[src/include/flop_ram_consts.svh]
`ifndef FLOP_RAM_CONSTS_SVH
`define FLOP_RAM_CONSTS_SVH

// ----------------------------------------------------------------------
// RAM geometry
// ----------------------------------------------------------------------

// Entries in the whole RAM
`define RAM_DEPTH 16
// Bits per entry
`define RAM_WIDTH 32
// Tiles along the address dimension
`define RAM_DEPTH_TILES 2
// Tiles along the data dimension
`define RAM_WIDTH_TILES 2
// Smallest writable unit in bits
`define RAM_WORD_WIDTH 8

// Read request to read data, one address stage plus one data stage
`define RAM_READ_LATENCY 2

`endif
[src/flop_ram_pkg.sv]
`include "flop_ram_consts.svh"

package flop_ram_pkg;

  // ----------------------------------------------------------------------
  // Full entry types, as seen on the top-level ports
  // ----------------------------------------------------------------------

  // Address of one entry
  typedef logic [$clog2(`RAM_DEPTH)-1:0] addr_t;
  // Data of one entry
  typedef logic [`RAM_WIDTH-1:0] data_t;
  // One enable per byte of an entry
  typedef logic [`RAM_WIDTH/`RAM_WORD_WIDTH-1:0] word_en_t;

  // ----------------------------------------------------------------------
  // Tile-local types
  // ----------------------------------------------------------------------

  // Address inside one depth tile
  typedef logic [$clog2(`RAM_DEPTH/`RAM_DEPTH_TILES)-1:0] tile_addr_t;
  // Data slice held by one width tile
  typedef logic [`RAM_WIDTH/`RAM_WIDTH_TILES-1:0] tile_data_t;
  // Byte enables for one width tile
  typedef logic [`RAM_WIDTH/`RAM_WIDTH_TILES/`RAM_WORD_WIDTH-1:0] tile_word_en_t;
  // Index of a depth tile
  typedef logic [$clog2(`RAM_DEPTH_TILES)-1:0] row_sel_t;

endpackage

[src/tile_access_if.sv]
`timescale 1ns/10ps

// Decoded requests for one depth row of tiles
interface tile_access_if;

  // Write side
  logic                       wr_valid;
  flop_ram_pkg::tile_addr_t   wr_addr;
  // Full entry width, each tile picks its own half
  flop_ram_pkg::data_t        wr_data;
  flop_ram_pkg::word_en_t     wr_word_en;

  // Read side
  logic                       rd_valid;
  flop_ram_pkg::tile_addr_t   rd_addr;

  // Decoder drives the row
  modport decoder (
    output wr_valid, wr_addr, wr_data, wr_word_en,
    output rd_valid, rd_addr
  );

  // Tiles of the row only listen
  modport tile (
    input wr_valid, wr_addr, wr_data, wr_word_en,
    input rd_valid, rd_addr
  );

endinterface

[src/flop_ram.sv]
`timescale 1ns/10ps
`include "flop_ram_consts.svh"

// Flop RAM, 16 x 32, built from a 2 x 2 tile grid
module flop_ram (
  input  logic                   clk,
  input  logic                   rst_n,
  // Write request
  input  logic                   wr_valid,
  input  flop_ram_pkg::addr_t    wr_addr,
  input  flop_ram_pkg::data_t    wr_data,
  input  flop_ram_pkg::word_en_t wr_word_en,
  // Read request
  input  logic                   rd_addr_valid,
  input  flop_ram_pkg::addr_t    rd_addr,
  // Read response, two cycles after the request
  output logic                   rd_data_valid,
  output flop_ram_pkg::data_t    rd_data
);

  // ----------------------------------------------------------------------
  // Address stage
  // ----------------------------------------------------------------------
  tile_access_if rows [`RAM_DEPTH_TILES] ();

  ram_addr_decoder u_decoder (
    .clk           (clk),
    .rst_n         (rst_n),
    .wr_valid      (wr_valid),
    .wr_addr       (wr_addr),
    .wr_data       (wr_data),
    .wr_word_en    (wr_word_en),
    .rd_addr_valid (rd_addr_valid),
    .rd_addr       (rd_addr),
    .rows          (rows)
  );

  // ----------------------------------------------------------------------
  // Tile grid
  // ----------------------------------------------------------------------
  logic                     tile_valid [`RAM_DEPTH_TILES][`RAM_WIDTH_TILES];
  flop_ram_pkg::tile_data_t tile_data  [`RAM_DEPTH_TILES][`RAM_WIDTH_TILES];

  for (genvar r = 0; r < `RAM_DEPTH_TILES; r++) begin : gen_row
    for (genvar c = 0; c < `RAM_WIDTH_TILES; c++) begin : gen_col
      ram_flops_tile u_tile (
        .clk      (clk),
        .row      (rows[r]),
        .col      (flop_ram_pkg::row_sel_t'(c)),
        .rd_valid (tile_valid[r][c]),
        .rd_data  (tile_data[r][c])
      );
    end
  end

  // Read data stage
  ram_rd_data_pipe u_rd_pipe (
    .clk           (clk),
    .rst_n         (rst_n),
    .tile_valid    (tile_valid),
    .tile_data     (tile_data),
    .rd_data_valid (rd_data_valid),
    .rd_data       (rd_data)
  );

endmodule

[src/ram_rd_data_pipe.sv]
`timescale 1ns/10ps
`include "flop_ram_consts.svh"

// Read-data stage, row select, width join and output register
module ram_rd_data_pipe (
  input  logic                     clk,
  input  logic                     rst_n,
  input  logic                     tile_valid [`RAM_DEPTH_TILES][`RAM_WIDTH_TILES],
  input  flop_ram_pkg::tile_data_t tile_data  [`RAM_DEPTH_TILES][`RAM_WIDTH_TILES],
  output logic                     rd_data_valid,
  output flop_ram_pkg::data_t      rd_data
);

  localparam int TILE_W = $bits(flop_ram_pkg::tile_data_t);

  // ----------------------------------------------------------------------
  // AND-OR select across depth rows
  // ----------------------------------------------------------------------
  logic                any_valid;
  flop_ram_pkg::data_t joined;

  always_comb begin
    any_valid = 1'b0;
    joined    = '0;
    // At most one row is valid per cycle, so OR-ing the masked data is a mux
    for (int r = 0; r < `RAM_DEPTH_TILES; r++) begin
      for (int c = 0; c < `RAM_WIDTH_TILES; c++) begin
        any_valid = any_valid | tile_valid[r][c];
        joined[c*TILE_W +: TILE_W] = joined[c*TILE_W +: TILE_W] |
                                     (tile_data[r][c] & {TILE_W{tile_valid[r][c]}});
      end
    end
  end

  // ----------------------------------------------------------------------
  // Output register
  // ----------------------------------------------------------------------

  // Valid
  always_ff @(posedge clk or negedge rst_n) begin
    if (!rst_n) begin
      rd_data_valid <= 1'b0;
    end else begin
      rd_data_valid <= any_valid;
    end
  end

  // Data holds its last value between reads
  always_ff @(posedge clk) begin
    if (any_valid) begin
      rd_data <= joined;
    end
  end

endmodule

[src/ram_flops_tile.sv]
`timescale 1ns/10ps
`include "flop_ram_consts.svh"

// One storage tile, flop array with byte writes and async read
module ram_flops_tile (
  input  logic                    clk,
  tile_access_if.tile             row,
  // Tile position along the width, tied at instantiation
  input  flop_ram_pkg::row_sel_t  col,
  output logic                    rd_valid,
  output flop_ram_pkg::tile_data_t rd_data
);

  localparam int TILE_DEPTH = `RAM_DEPTH / `RAM_DEPTH_TILES;
  localparam int TILE_W     = $bits(flop_ram_pkg::tile_data_t);
  localparam int TILE_WORDS = $bits(flop_ram_pkg::tile_word_en_t);

  // ----------------------------------------------------------------------
  // This tile's slice of the row request
  // ----------------------------------------------------------------------
  flop_ram_pkg::tile_data_t    wr_slice;
  flop_ram_pkg::tile_word_en_t wr_en_slice;

  // Width tile c owns bits [c*TILE_W +: TILE_W]
  assign wr_slice    = row.wr_data[col*TILE_W +: TILE_W];
  assign wr_en_slice = row.wr_word_en[col*TILE_WORDS +: TILE_WORDS];

  // ----------------------------------------------------------------------
  // Storage
  // ----------------------------------------------------------------------
  flop_ram_pkg::tile_data_t mem [TILE_DEPTH];

  // Byte-wise update, untouched bytes keep their value
  always_ff @(posedge clk) begin
    if (row.wr_valid) begin
      for (int w = 0; w < TILE_WORDS; w++) begin
        if (wr_en_slice[w]) begin
          mem[row.wr_addr][w*`RAM_WORD_WIDTH +: `RAM_WORD_WIDTH] <=
            wr_slice[w*`RAM_WORD_WIDTH +: `RAM_WORD_WIDTH];
        end
      end
    end
  end

  // ----------------------------------------------------------------------
  // Read
  // ----------------------------------------------------------------------

  // Valid passes straight through to the data stage
  assign rd_valid = row.rd_valid;

  // Combinational lookup
  // a write at the same edge is not visible until the next cycle
  assign rd_data = mem[row.rd_addr];

endmodule

[src/ram_addr_decoder.sv]
`timescale 1ns/10ps
`include "flop_ram_consts.svh"

// Registered address stage for the write and read paths
module ram_addr_decoder (
  input  logic                   clk,
  input  logic                   rst_n,
  input  logic                   wr_valid,
  input  flop_ram_pkg::addr_t    wr_addr,
  input  flop_ram_pkg::data_t    wr_data,
  input  flop_ram_pkg::word_en_t wr_word_en,
  input  logic                   rd_addr_valid,
  input  flop_ram_pkg::addr_t    rd_addr,
  tile_access_if.decoder         rows [`RAM_DEPTH_TILES]
);

  // Address split, row select on top, tile address below
  localparam int ADDR_W  = $bits(flop_ram_pkg::addr_t);
  localparam int SEL_W   = $bits(flop_ram_pkg::row_sel_t);
  localparam int TADDR_W = $bits(flop_ram_pkg::tile_addr_t);

  // ----------------------------------------------------------------------
  // Stage registers
  // ----------------------------------------------------------------------
  logic                     wr_valid_q;
  flop_ram_pkg::row_sel_t   wr_row_q;
  flop_ram_pkg::tile_addr_t wr_tile_addr_q;
  flop_ram_pkg::data_t      wr_data_q;
  flop_ram_pkg::word_en_t   wr_word_en_q;

  logic                     rd_valid_q;
  flop_ram_pkg::row_sel_t   rd_row_q;
  flop_ram_pkg::tile_addr_t rd_tile_addr_q;

  // Control bits
  always_ff @(posedge clk or negedge rst_n) begin
    if (!rst_n) begin
      wr_valid_q <= 1'b0;
      rd_valid_q <= 1'b0;
    end else begin
      wr_valid_q <= wr_valid;
      rd_valid_q <= rd_addr_valid;
    end
  end

  // Payload, loaded only with a request
  always_ff @(posedge clk) begin
    if (wr_valid) begin
      wr_row_q       <= wr_addr[ADDR_W-1 -: SEL_W];
      wr_tile_addr_q <= wr_addr[TADDR_W-1:0];
      wr_data_q      <= wr_data;
      wr_word_en_q   <= wr_word_en;
    end
    if (rd_addr_valid) begin
      rd_row_q       <= rd_addr[ADDR_W-1 -: SEL_W];
      rd_tile_addr_q <= rd_addr[TADDR_W-1:0];
    end
  end

  // ----------------------------------------------------------------------
  // Fan out to the rows
  // ----------------------------------------------------------------------
  for (genvar r = 0; r < `RAM_DEPTH_TILES; r++) begin : gen_row
    // Only the addressed row sees a valid
    assign rows[r].wr_valid   = wr_valid_q && (wr_row_q == flop_ram_pkg::row_sel_t'(r));
    assign rows[r].wr_addr    = wr_tile_addr_q;
    assign rows[r].wr_data    = wr_data_q;
    assign rows[r].wr_word_en = wr_word_en_q;
    assign rows[r].rd_valid   = rd_valid_q && (rd_row_q == flop_ram_pkg::row_sel_t'(r));
    assign rows[r].rd_addr    = rd_tile_addr_q;
  end

endmodule

[config.mk]
export PLATFORM = sky130hd
export DESIGN_NAME = flop_ram
export DESIGN_NICKNAME = d
export VERILOG_FILES = /design/src/flop_ram_pkg.sv /design/src/tile_access_if.sv /design/src/flop_ram.sv /design/src/ram_rd_data_pipe.sv /design/src/ram_flops_tile.sv /design/src/ram_addr_decoder.sv
export VERILOG_INCLUDE_DIRS = /design/src /design/src/include
export SDC_FILE = /design/constraint.sdc
export NUM_CORES = 1
export LEC_CHECK = 0
export BUFFER_PORTS_ARGS = -buffer_cell sky130_fd_sc_hd__buf_2
export CAP_MARGIN = 10
export CELL_PAD_IN_SITES_DETAIL_PLACEMENT = 1
export CELL_PAD_IN_SITES_GLOBAL_PLACEMENT = 2
export CORE_ASPECT_RATIO = 0.8
export CORE_MARGIN = 1.5
export CORE_UTILIZATION = 48
export CTS_BUF_LIST = sky130_fd_sc_hd__clkbuf_16
export DETAILED_ROUTE_END_ITERATION = 10
export PLACE_DENSITY = 0.89
export SLEW_MARGIN = 20
export SYNTH_ARGS = -nofsm -noshare
export SYNTH_HDL_FRONTEND = slang
export SYNTH_SLANG_ARGS = --single-unit
[constraint.sdc]
create_clock -name clk -period 2.5 [get_ports clk]
set_input_delay 0.5 -clock clk [delete_from_list [all_inputs] [get_ports clk]]
set_output_delay 0.5 -clock clk [all_outputs]
set_load 0.01 [all_outputs]
==> run metrics, run 1 <==
commonest register cell after synthesis=edfxtp_1; # diodes=0; NumNets Final=1,382; number of global-route vias before repair=12,700; dpl ws=377 ps; final setup vio count=0; critical path startpoint category=flip-flop; Setup Crit Path Kind=flip-flop to flip-flop; Initial Util=0.491; # fillers=4,024; Resize count post-CTS=0; Tightest Hold Check Type=input port to flip-flop; WP data arrival=2460 ps; first-pass GRT wire length=83,300 um; setup TNS=0 ps; Worst-Skew Late Latency=610 ps; Overflow after GRT=0; Relative slew margins=0.511; max_cap viols=0; Vias=12,000; maximum VDD drop=0.00105 V; fin crit share=0.849; Synth cell types=28; sw power=4.69 mW; Int Pwr=16.8 mW; area of the multi-input gates=0.00448 mm2; Combinational Power Share=0.066; WP data required=2830 ps; Clk pwr share=0.394; CTS tree=yes; status=complete, no violations; CTS Sinks=594; top cells by area, synth=edfxtp_1 (78%), mux4_2 (6.4%), mux2i_1 (5.7%); Longest Clk Path Bufs=3; PortBufs=80; Power Dens Cells=822 mW/mm2; most frequent cell after synthesis=edfxtp_1; number of synthesized flops with an enable pin=588; Crit Path Max Fanout=22; Placer Congestion=0.768; die width=246 um; largest net degree at the start of global routing=46; GRT Resource Usage Total=0.240; Syn Area/Cell=19.5 um2; share of flip-flops with an asynchronous set or reset=0.00505; final max-slew violation count=0; synthesized flop and latch total=594; slack of the critical path=378 ps; share of the synthesized area in the top cell type=0.780; HPWL Detailed=34,600 um; final hold viol count=0; Placement Rows=70; Fmax achieved=471 MHz; Net Count, Synth=1,210; IO Pins=81; sequential share of power=0.539; clk slew on worst S/H paths=60 ps; area grow syn2layout=15.6%; Detailed Routing Iterations Pass 1=5; FF/Latch Area=0.0178 mm2; DRC violations left=0; min Tclk post-route=2120 ps; Net Sw Frac=0.218; CTS root buffer=clkbuf_16; share of layout cells above drive strength 1=0.243; Commonest cells post-synth=edfxtp_1 (588), mux2i_1 (128), nand2_1 (86); RSZ-0062 raised after global routing=false; ANT nets after route=0; cell taking the most area after synthesis=edfxtp_1; Post-Synthesis Cells=1,162; WL/cell=28.5 um; post-synthesis sequential area ratio=0.786; total routed wirelength=56,800 um; setup bufs post-CTS=0; Worst Tran Pin Value=733 ps; CP Capture Type=flip-flop; H-tree Lvls=2; total core area=0.0462 mm2; initial antenna violation count=1; leakage=8.88 nW; warning count from the yosys run=0; Mapped Area=0.0227 mm2; Layout Skew=20.6 ps; Die Ht=197 um; number of DRC markers in iteration 0=1,325; CTS buffer count=56; die area=0.0485 mm2; vias per cell=6.04
[cell usage in the layout, fill, tap and decap left out, types with 13 or more instances in the layout]
master and instances:
a21oi_1 27, a22oi_1 42, a311oi_1 27, buf_12 13
buf_2 80, buf_4 85, clkbuf_16 57, clkinv_1 15
edfxtp_1 588, inv_1 13, mux2i_1 128, mux4_2 64
nand2_1 86, nand3_1 15, nor2_1 65, o2111ai_1 27
[critical path: stages (launching register included)]
cell	delay (ps)
dfxtp_4	400
buf_12	210
buf_12	230
mux4_2	550
a311oi_1	340
a21oi_1	90
[layer usage]
metal,GRT usage,share of wire
met2,0.380,0.48
met3,0.0440,0.079
met1,0.340,0.42
met4,0.0732,0.023
met5,0,0
[layout make-up]
class	count	share of cell area
flip-flops and latches	594	0.680
multi-input cells	502	0.171
clock buffers	57	0.0545
repair buffers	179	0.0500
well taps	612	0.0292
clock inverters	45	0.0151
inverters	1	0.000143
[cell families after synthesis]
logic type | count (synthesis) | synth area share
and+or+nand+nor | 179 | 0.0322
DFF | 594 | 0.786
AOI/OAI and AO/OA | 128 | 0.0431
buffers and inverters | 66 | 0.0175
muxes | 195 | 0.122
[power groups by stage]
stage               registers (mW)  logic, mW  clock network, mW
finish                        11.6       1.43               8.49
global route                  11.6       1.51               8.96
CTS                           11.6       1.43               8.66
detailed placement            11.8       1.41                  0
global placement              11.8       1.35                  0
floorplan                     11.7      0.890                  0
[metrics by stage]
| stage | util | area, um2 | total power, mW | hold WS [ps] | instances |
|---|---|---|---|---|---|
| 2_1_floorplan | - | 22700 | 12.6 | 204 | 1162 |
| 3_3_place_gp | 0.528 | 24400 | 13.1 | 328 | 1887 |
| 3_5_place_dp | 0.528 | 24400 | 13.2 | 331 | 1887 |
| 4_1_cts | 0.567 | 26200 | 21.7 | 36.7 | 1990 |
| 5_1_grt | 0.567 | 26200 | 22.1 | 44.4 | 1990 |
| 6_report | 0.567 | 26200 | 21.5 | 71.8 | 1990 |
[repair_timing]
item	CTS	global route
hold buffers	1	0
endpoints found under the hold margin	3	0
endpoints found under the setup margin	0	0
[final timing paths]
path | depth (start not counted) | from | endpoint | slack (ps)
hold reg to reg | 1 | u_decoder.rows[0].rd_addr[1] | flip-flop | 510
hold / removal | 1 | wr_data[16] | u_decoder.rows[0].wr_data[16] | 70
max in group asynchronous | 2 | rst_n | u_decoder.rd_valid_q | 2100
min in group asynchronous | 2 | rst_n | u_rd_pipe.rd_data_valid | 250
setup / recovery | 5 | flip-flop | u_rd_pipe.rd_data[7] | 380
setup reg to reg | 5 | flip-flop | u_rd_pipe.rd_data[7] | 380
[state kept, by name (all words and copies together), names as in the netlist, named ones only]
| register | flops |
|---|---|
| gen_row.gen_col.u_tile.mem | 512 |
| u_decoder.rd_row_q | 1 |
| u_decoder.rd_valid_q | 1 |
| u_decoder.rows.rd_addr | 3 |
| u_decoder.rows.wr_addr | 3 |
| u_decoder.rows.wr_data | 32 |
| u_decoder.rows.wr_word_en | 4 |
| u_decoder.wr_row_q | 1 |
| u_decoder.wr_valid_q | 1 |
| u_rd_pipe.rd_data | 32 |
| u_rd_pipe.rd_data_valid | 1 |
Power figures use the tool's default switching activity.
==> inputs of run 2 (changes only) <==
==> constraint.sdc (replaced) <==
create_clock -name clk -period 2.2 [get_ports clk]
set_input_delay 0.44 -clock clk [delete_from_list [all_inputs] [get_ports clk]]
set_output_delay 0.44 -clock clk [all_outputs]
set_load 0.01 [all_outputs]
==> run metrics, run 2 (synthesis gave the netlist of run 1 again) <==
status=complete, no violations; setup TNS=0 ps; DRC violations left=0; Crit Path Max Fanout=18; total core area=0.0462 mm2; commonest non-fill, non-tap cell in the layout=edfxtp_1; min Tclk post-route=2030 ps; WP buf/inv=2; RSZ-0062 raised after global routing=false; Top delay family on crit path=buffers and inverters; Fmax achieved=494 MHz; Layout Skew=16.8 ps; die area=0.0485 mm2; vias per cell=6.01; Detailed Routing Iterations Pass 1=7; critical-path cell list=buf_4, nor2b_2, buf_4, nand2_1, a311oi_1, a21oi_1; Worst Tran Pin Value=583 ps; die width=246 um; Initial Util=0.491; CTS Sinks=594; final hold viol count=0; Placement Rows=70; CP max stage cell=dfxtp_2; CTS root buffer=clkbuf_16; max reg flops=512; area grow syn2layout=17.9%; Placer Congestion=0.780; largest net degree at the start of global routing=46; # diodes=0; CTS tree=yes; HPWL Detailed=35,700 um; setup bufs post-CTS=0; Power Dens Cells=921 mW/mm2; first-pass GRT wire length=85,000 um; leakage=9.12 nW; R2R Path End=u_rd_pipe.rd_data[0]; Worst-Skew Late Latency=620 ps; CTS buffer count=56; R2R depth=6; CP Capture Type=flip-flop; Relative slew margins=0.611; Longest Clk Path Bufs=3; total routed wirelength=58,200 um; flop-to-flop setup slack=170 ps; IO Pins=81; ANT nets after route=0; number of global-route vias before repair=13,200; commonest non-fill, non-tap cells in the layout=edfxtp_1 (588), mux2i_1 (128), buf_4 (94); post-placement cell area=0.0244 mm2; final setup vio count=0; critical path startpoint category=flip-flop; max_cap viols=0; maximum VDD drop=0.000709 V; number of DRC markers in iteration 0=1,390; GRT Resource Usage Total=0.244; share of layout cells above drive strength 1=0.241; H-tree Lvls=2; Tightest Hold Check Type=input port to flip-flop; WL/cell=28.5 um; largest register by flop count=gen_row.gen_col.u_tile.mem; Overflow after GRT=0; Vias=12,300; PortBufs=80; Die Ht=197 um; clk slew on worst S/H paths=60 ps; initial antenna violation count=0; WP data required=2550 ps; fin crit share=0.921; critical path depth=6; final max-slew violation count=0; CP most frequent cell=buf_4; WP data arrival=2380 ps; Setup Crit Path Kind=flip-flop to flip-flop; Critical Path Max Stage Delay=370 ps; Final Cell Area=0.0267 mm2; NumNets Final=1,434; Worst setup endpoint=u_rd_pipe.rd_data[0]
## run 2: worst reg2reg max path, stage by stage, from the launching register on
cell and delay [ps]:
dfxtp_2 370, buf_4 230, nor2b_2 160, buf_4 360, nand2_1 180, a311oi_1 370
a21oi_1 100
## run 2: layer usage
layer,wire [um],global-route usage,vias up
met5,0,0,-
met4,1560,0.0773,0
met3,4660,0.0561,122
met2,27500,0.384,556
met1,24500,0.342,6443
li1,-,-,5171
## run 2: how the worst min path moves through the flow
stage	slack, ps	to	from	depth (start not counted)
2_1_floorplan	140	u_decoder.rd_valid_q	rst_n	0
3_3_place_gp	280	u_rd_pipe.rd_data_valid	rst_n	1
3_5_place_dp	280	u_rd_pipe.rd_data_valid	rst_n	1
4_1_cts	20	u_decoder.rows[0].wr_addr[0]	wr_addr[0]	1
5_1_grt	20	u_decoder.rows[0].wr_addr[0]	wr_addr[0]	1
6_report	50	u_decoder.rd_valid_q	rd_addr_valid	1
## run 2: repair_timing
item	4_1_cts	5_1_grt
gates resized for setup	0	0
hold endpoints to repair	45	0
hold buffers	43	0
endpoints found under the setup margin	0	0
## run 2: cell type report
type / instances / area (um2)
Clock buffer: 58 / 1450
Clock inverter: 47 / 390
Fill cell: 4042 / 19400
Inverter: 1 / 3.75
Multi-Input combinational cell: 502 / 4480
Sequential cell: 594 / 17800
Tap cell: 612 / 766
Timing Repair Buffer: 231 / 1820
## run 2: through the flow
step	util	power [mW]	instances	setup WS, ps	hold slack, ps
3_3_place_gp	0.530	15.0	1897	284	277
6_report	0.579	24.6	2045	174	51.9
3_5_place_dp	0.530	15.1	1897	157	280
4_1_cts	0.579	24.8	2045	144	16.4
2_1_floorplan	-	14.3	1162	307	144
5_1_grt	0.579	25.3	2045	65.6	19.7
## run 2: power breakdown
part           internal (mW)  leakage, nW  switching [mW]
Clock                   5.57        0.946            4.13
Sequential              12.9         5.43           0.324
Combinational          0.735         2.74           0.979
Total                   19.2         9.12            5.44
==> inputs of run 3 (changes only) <==
--- a/config.mk
+++ b/config.mk
@@ -12,10 +12,10 @@
 export CELL_PAD_IN_SITES_GLOBAL_PLACEMENT = 2
 export CORE_ASPECT_RATIO = 0.8
 export CORE_MARGIN = 1.5
-export CORE_UTILIZATION = 48
+export CORE_UTILIZATION = 35
 export CTS_BUF_LIST = sky130_fd_sc_hd__clkbuf_16
 export DETAILED_ROUTE_END_ITERATION = 10
-export PLACE_DENSITY = 0.89
+export PLACE_DENSITY = 0.71
 export SLEW_MARGIN = 20
 export SYNTH_ARGS = -nofsm -noshare
 export SYNTH_HDL_FRONTEND = slang
==> run metrics, run 3 (synthesis gave the netlist of run 1 again) <==
CTS tree=yes; Detailed Routing Iterations Pass 1=5; Crit Path Max Fanout=18; dpl ws=216 ps; Relative slew margins=0.594; R2R depth=5; ANT nets after route=0; Die Ht=231 um; largest net degree at the start of global routing=42; share of layout cells above drive strength 1=0.237; clk slew on worst S/H paths=70 ps; largest register by flop count=gen_row.gen_col.u_tile.mem; Worst Hold Path Cells=1; commonest non-fill, non-tap cells in the layout=edfxtp_1 (588), mux2i_1 (128), buf_4 (88); status=complete, no violations; final max-slew violation count=0; die width=287 um; leakage=8.99 nW; fin crit share=0.926; max reg flops=512; Worst-Skew Late Latency=610 ps; CTS Sinks=594; HPWL Detailed=35,100 um; Layout Skew=14.9 ps; total core area=0.0641 mm2; critical path startpoint category=flip-flop; GRT Resource Usage Total=0.176; DRC violations left=0; Placement Rows=83; setup bufs post-CTS=0; final hold viol count=0; H-tree Lvls=2; Power Dens Cells=892 mW/mm2; Longest Clk Path Bufs=3; # fillers=6,113; Setup Crit Path Kind=flip-flop to flip-flop; die area=0.0663 mm2; Overflow after GRT=0; commonest non-fill, non-tap cell in the layout=edfxtp_1; area grow syn2layout=18.2%; CTS buffer count=56; CTS root buffer=clkbuf_16; Vias=11,900; WP data required=2530 ps; max_cap viols=0; WL/cell=25.4 um; final setup vio count=0; IO Pins=81; initial antenna violation count=1; setup TNS=0 ps; number of global-route vias before repair=12,500; min Tclk post-route=2040 ps; CP Capture Type=flip-flop; slack of the critical path=163 ps; total routed wirelength=57,700 um; number of DRC markers in iteration 0=1,029; # diodes=0; post-placement cell area=0.0247 mm2; Initial Util=0.353; Fmax achieved=491 MHz; NumNets Final=1,424; Worst Tran Pin Value=609 ps; Tightest Hold Check Type=input port to flip-flop; Final Cell Area=0.0268 mm2; Placer Congestion=0.744; maximum VDD drop=0.000595 V; WP data arrival=2360 ps; RSZ-0062 raised after global routing=false; PortBufs=80; hold_ws=49.1 ps; vias per cell=5.25; first-pass GRT wire length=84,700 um
==> run 3: cell count changes in the layout (fill, tap and decap cells not counted), sizes merged <==
cell	before	now
buf	188	182
clkbuf	58	57
dlygate4sd3	43	39
bufinv	7	2
clkinv	25	28
==> run 3: cell type report <==
type                            instances  area (um2)  share of cell area
Timing Repair Buffer                  221        1730              0.0647
Sequential cell                       594       17800               0.665
Multi-Input combinational cell        502        4490               0.168
Tap cell                              850        1060              0.0397
Inverter                                1        3.75            0.000140
Clock buffer                           57        1430              0.0533
Clock inverter                         45         251             0.00939
==> run 3: worst max-delay path, stage by stage (launching register included) <==
cell      delay [ps]
dfxtp_4          480
nor2b_4          190
buf_4            350
nand2_1          130
a311oi_1         450
a21oi_1          150
==> run 3: layer usage <==
| metal | vias to the layer above | share of wire | GRT usage |
|---|---|---|---|
| met5 | - | 0 | 0 |
| met4 | 0 | 0.018 | 0.0426 |
| met3 | 69 | 0.065 | 0.0335 |
| met2 | 343 | 0.45 | 0.267 |
| met1 | 6354 | 0.47 | 0.261 |
| li1 | 5147 | - | - |
==> run 3: worst paths after layout <==
path	end	from	slack [ps]
max	u_rd_pipe.rd_data[3]	flip-flop	160
min	u_decoder.rows[0].wr_data[17]	wr_data[17]	50
max reg2reg	u_rd_pipe.rd_data[3]	flip-flop	160
min reg2reg	flip-flop	u_decoder.rows[0].rd_addr[0]	550
max in group asynchronous	u_decoder.rd_valid_q	rst_n	1810
min in group asynchronous	u_decoder.wr_valid_q	rst_n	200
==> run 3: repair_timing <==
item | CTS | global route
resized for setup | 0 | 0
hold buffers | 39 | 0
endpoints found under the hold margin | 41 | 0
==> run 3: power breakdown <==
| part | total, mW | leakage (nW) | internal, mW | switching, mW |
|---|---|---|---|---|
| Combinational | 1.72 | 2.70 | 0.730 | 0.990 |
| Clock | 8.98 | 0.866 | 4.90 | 4.08 |
| Sequential | 13.2 | 5.43 | 12.9 | 0.311 |
==> run 3: metrics by stage <==
stage,utilization,total power [mW],std cells
CTS,0.418,24.1,2270
global route,0.418,24.7,2270
detailed placement,0.386,15.1,2129
floorplan,-,14.3,1162
finish,0.418,23.9,2270
global placement,0.386,15.0,2129
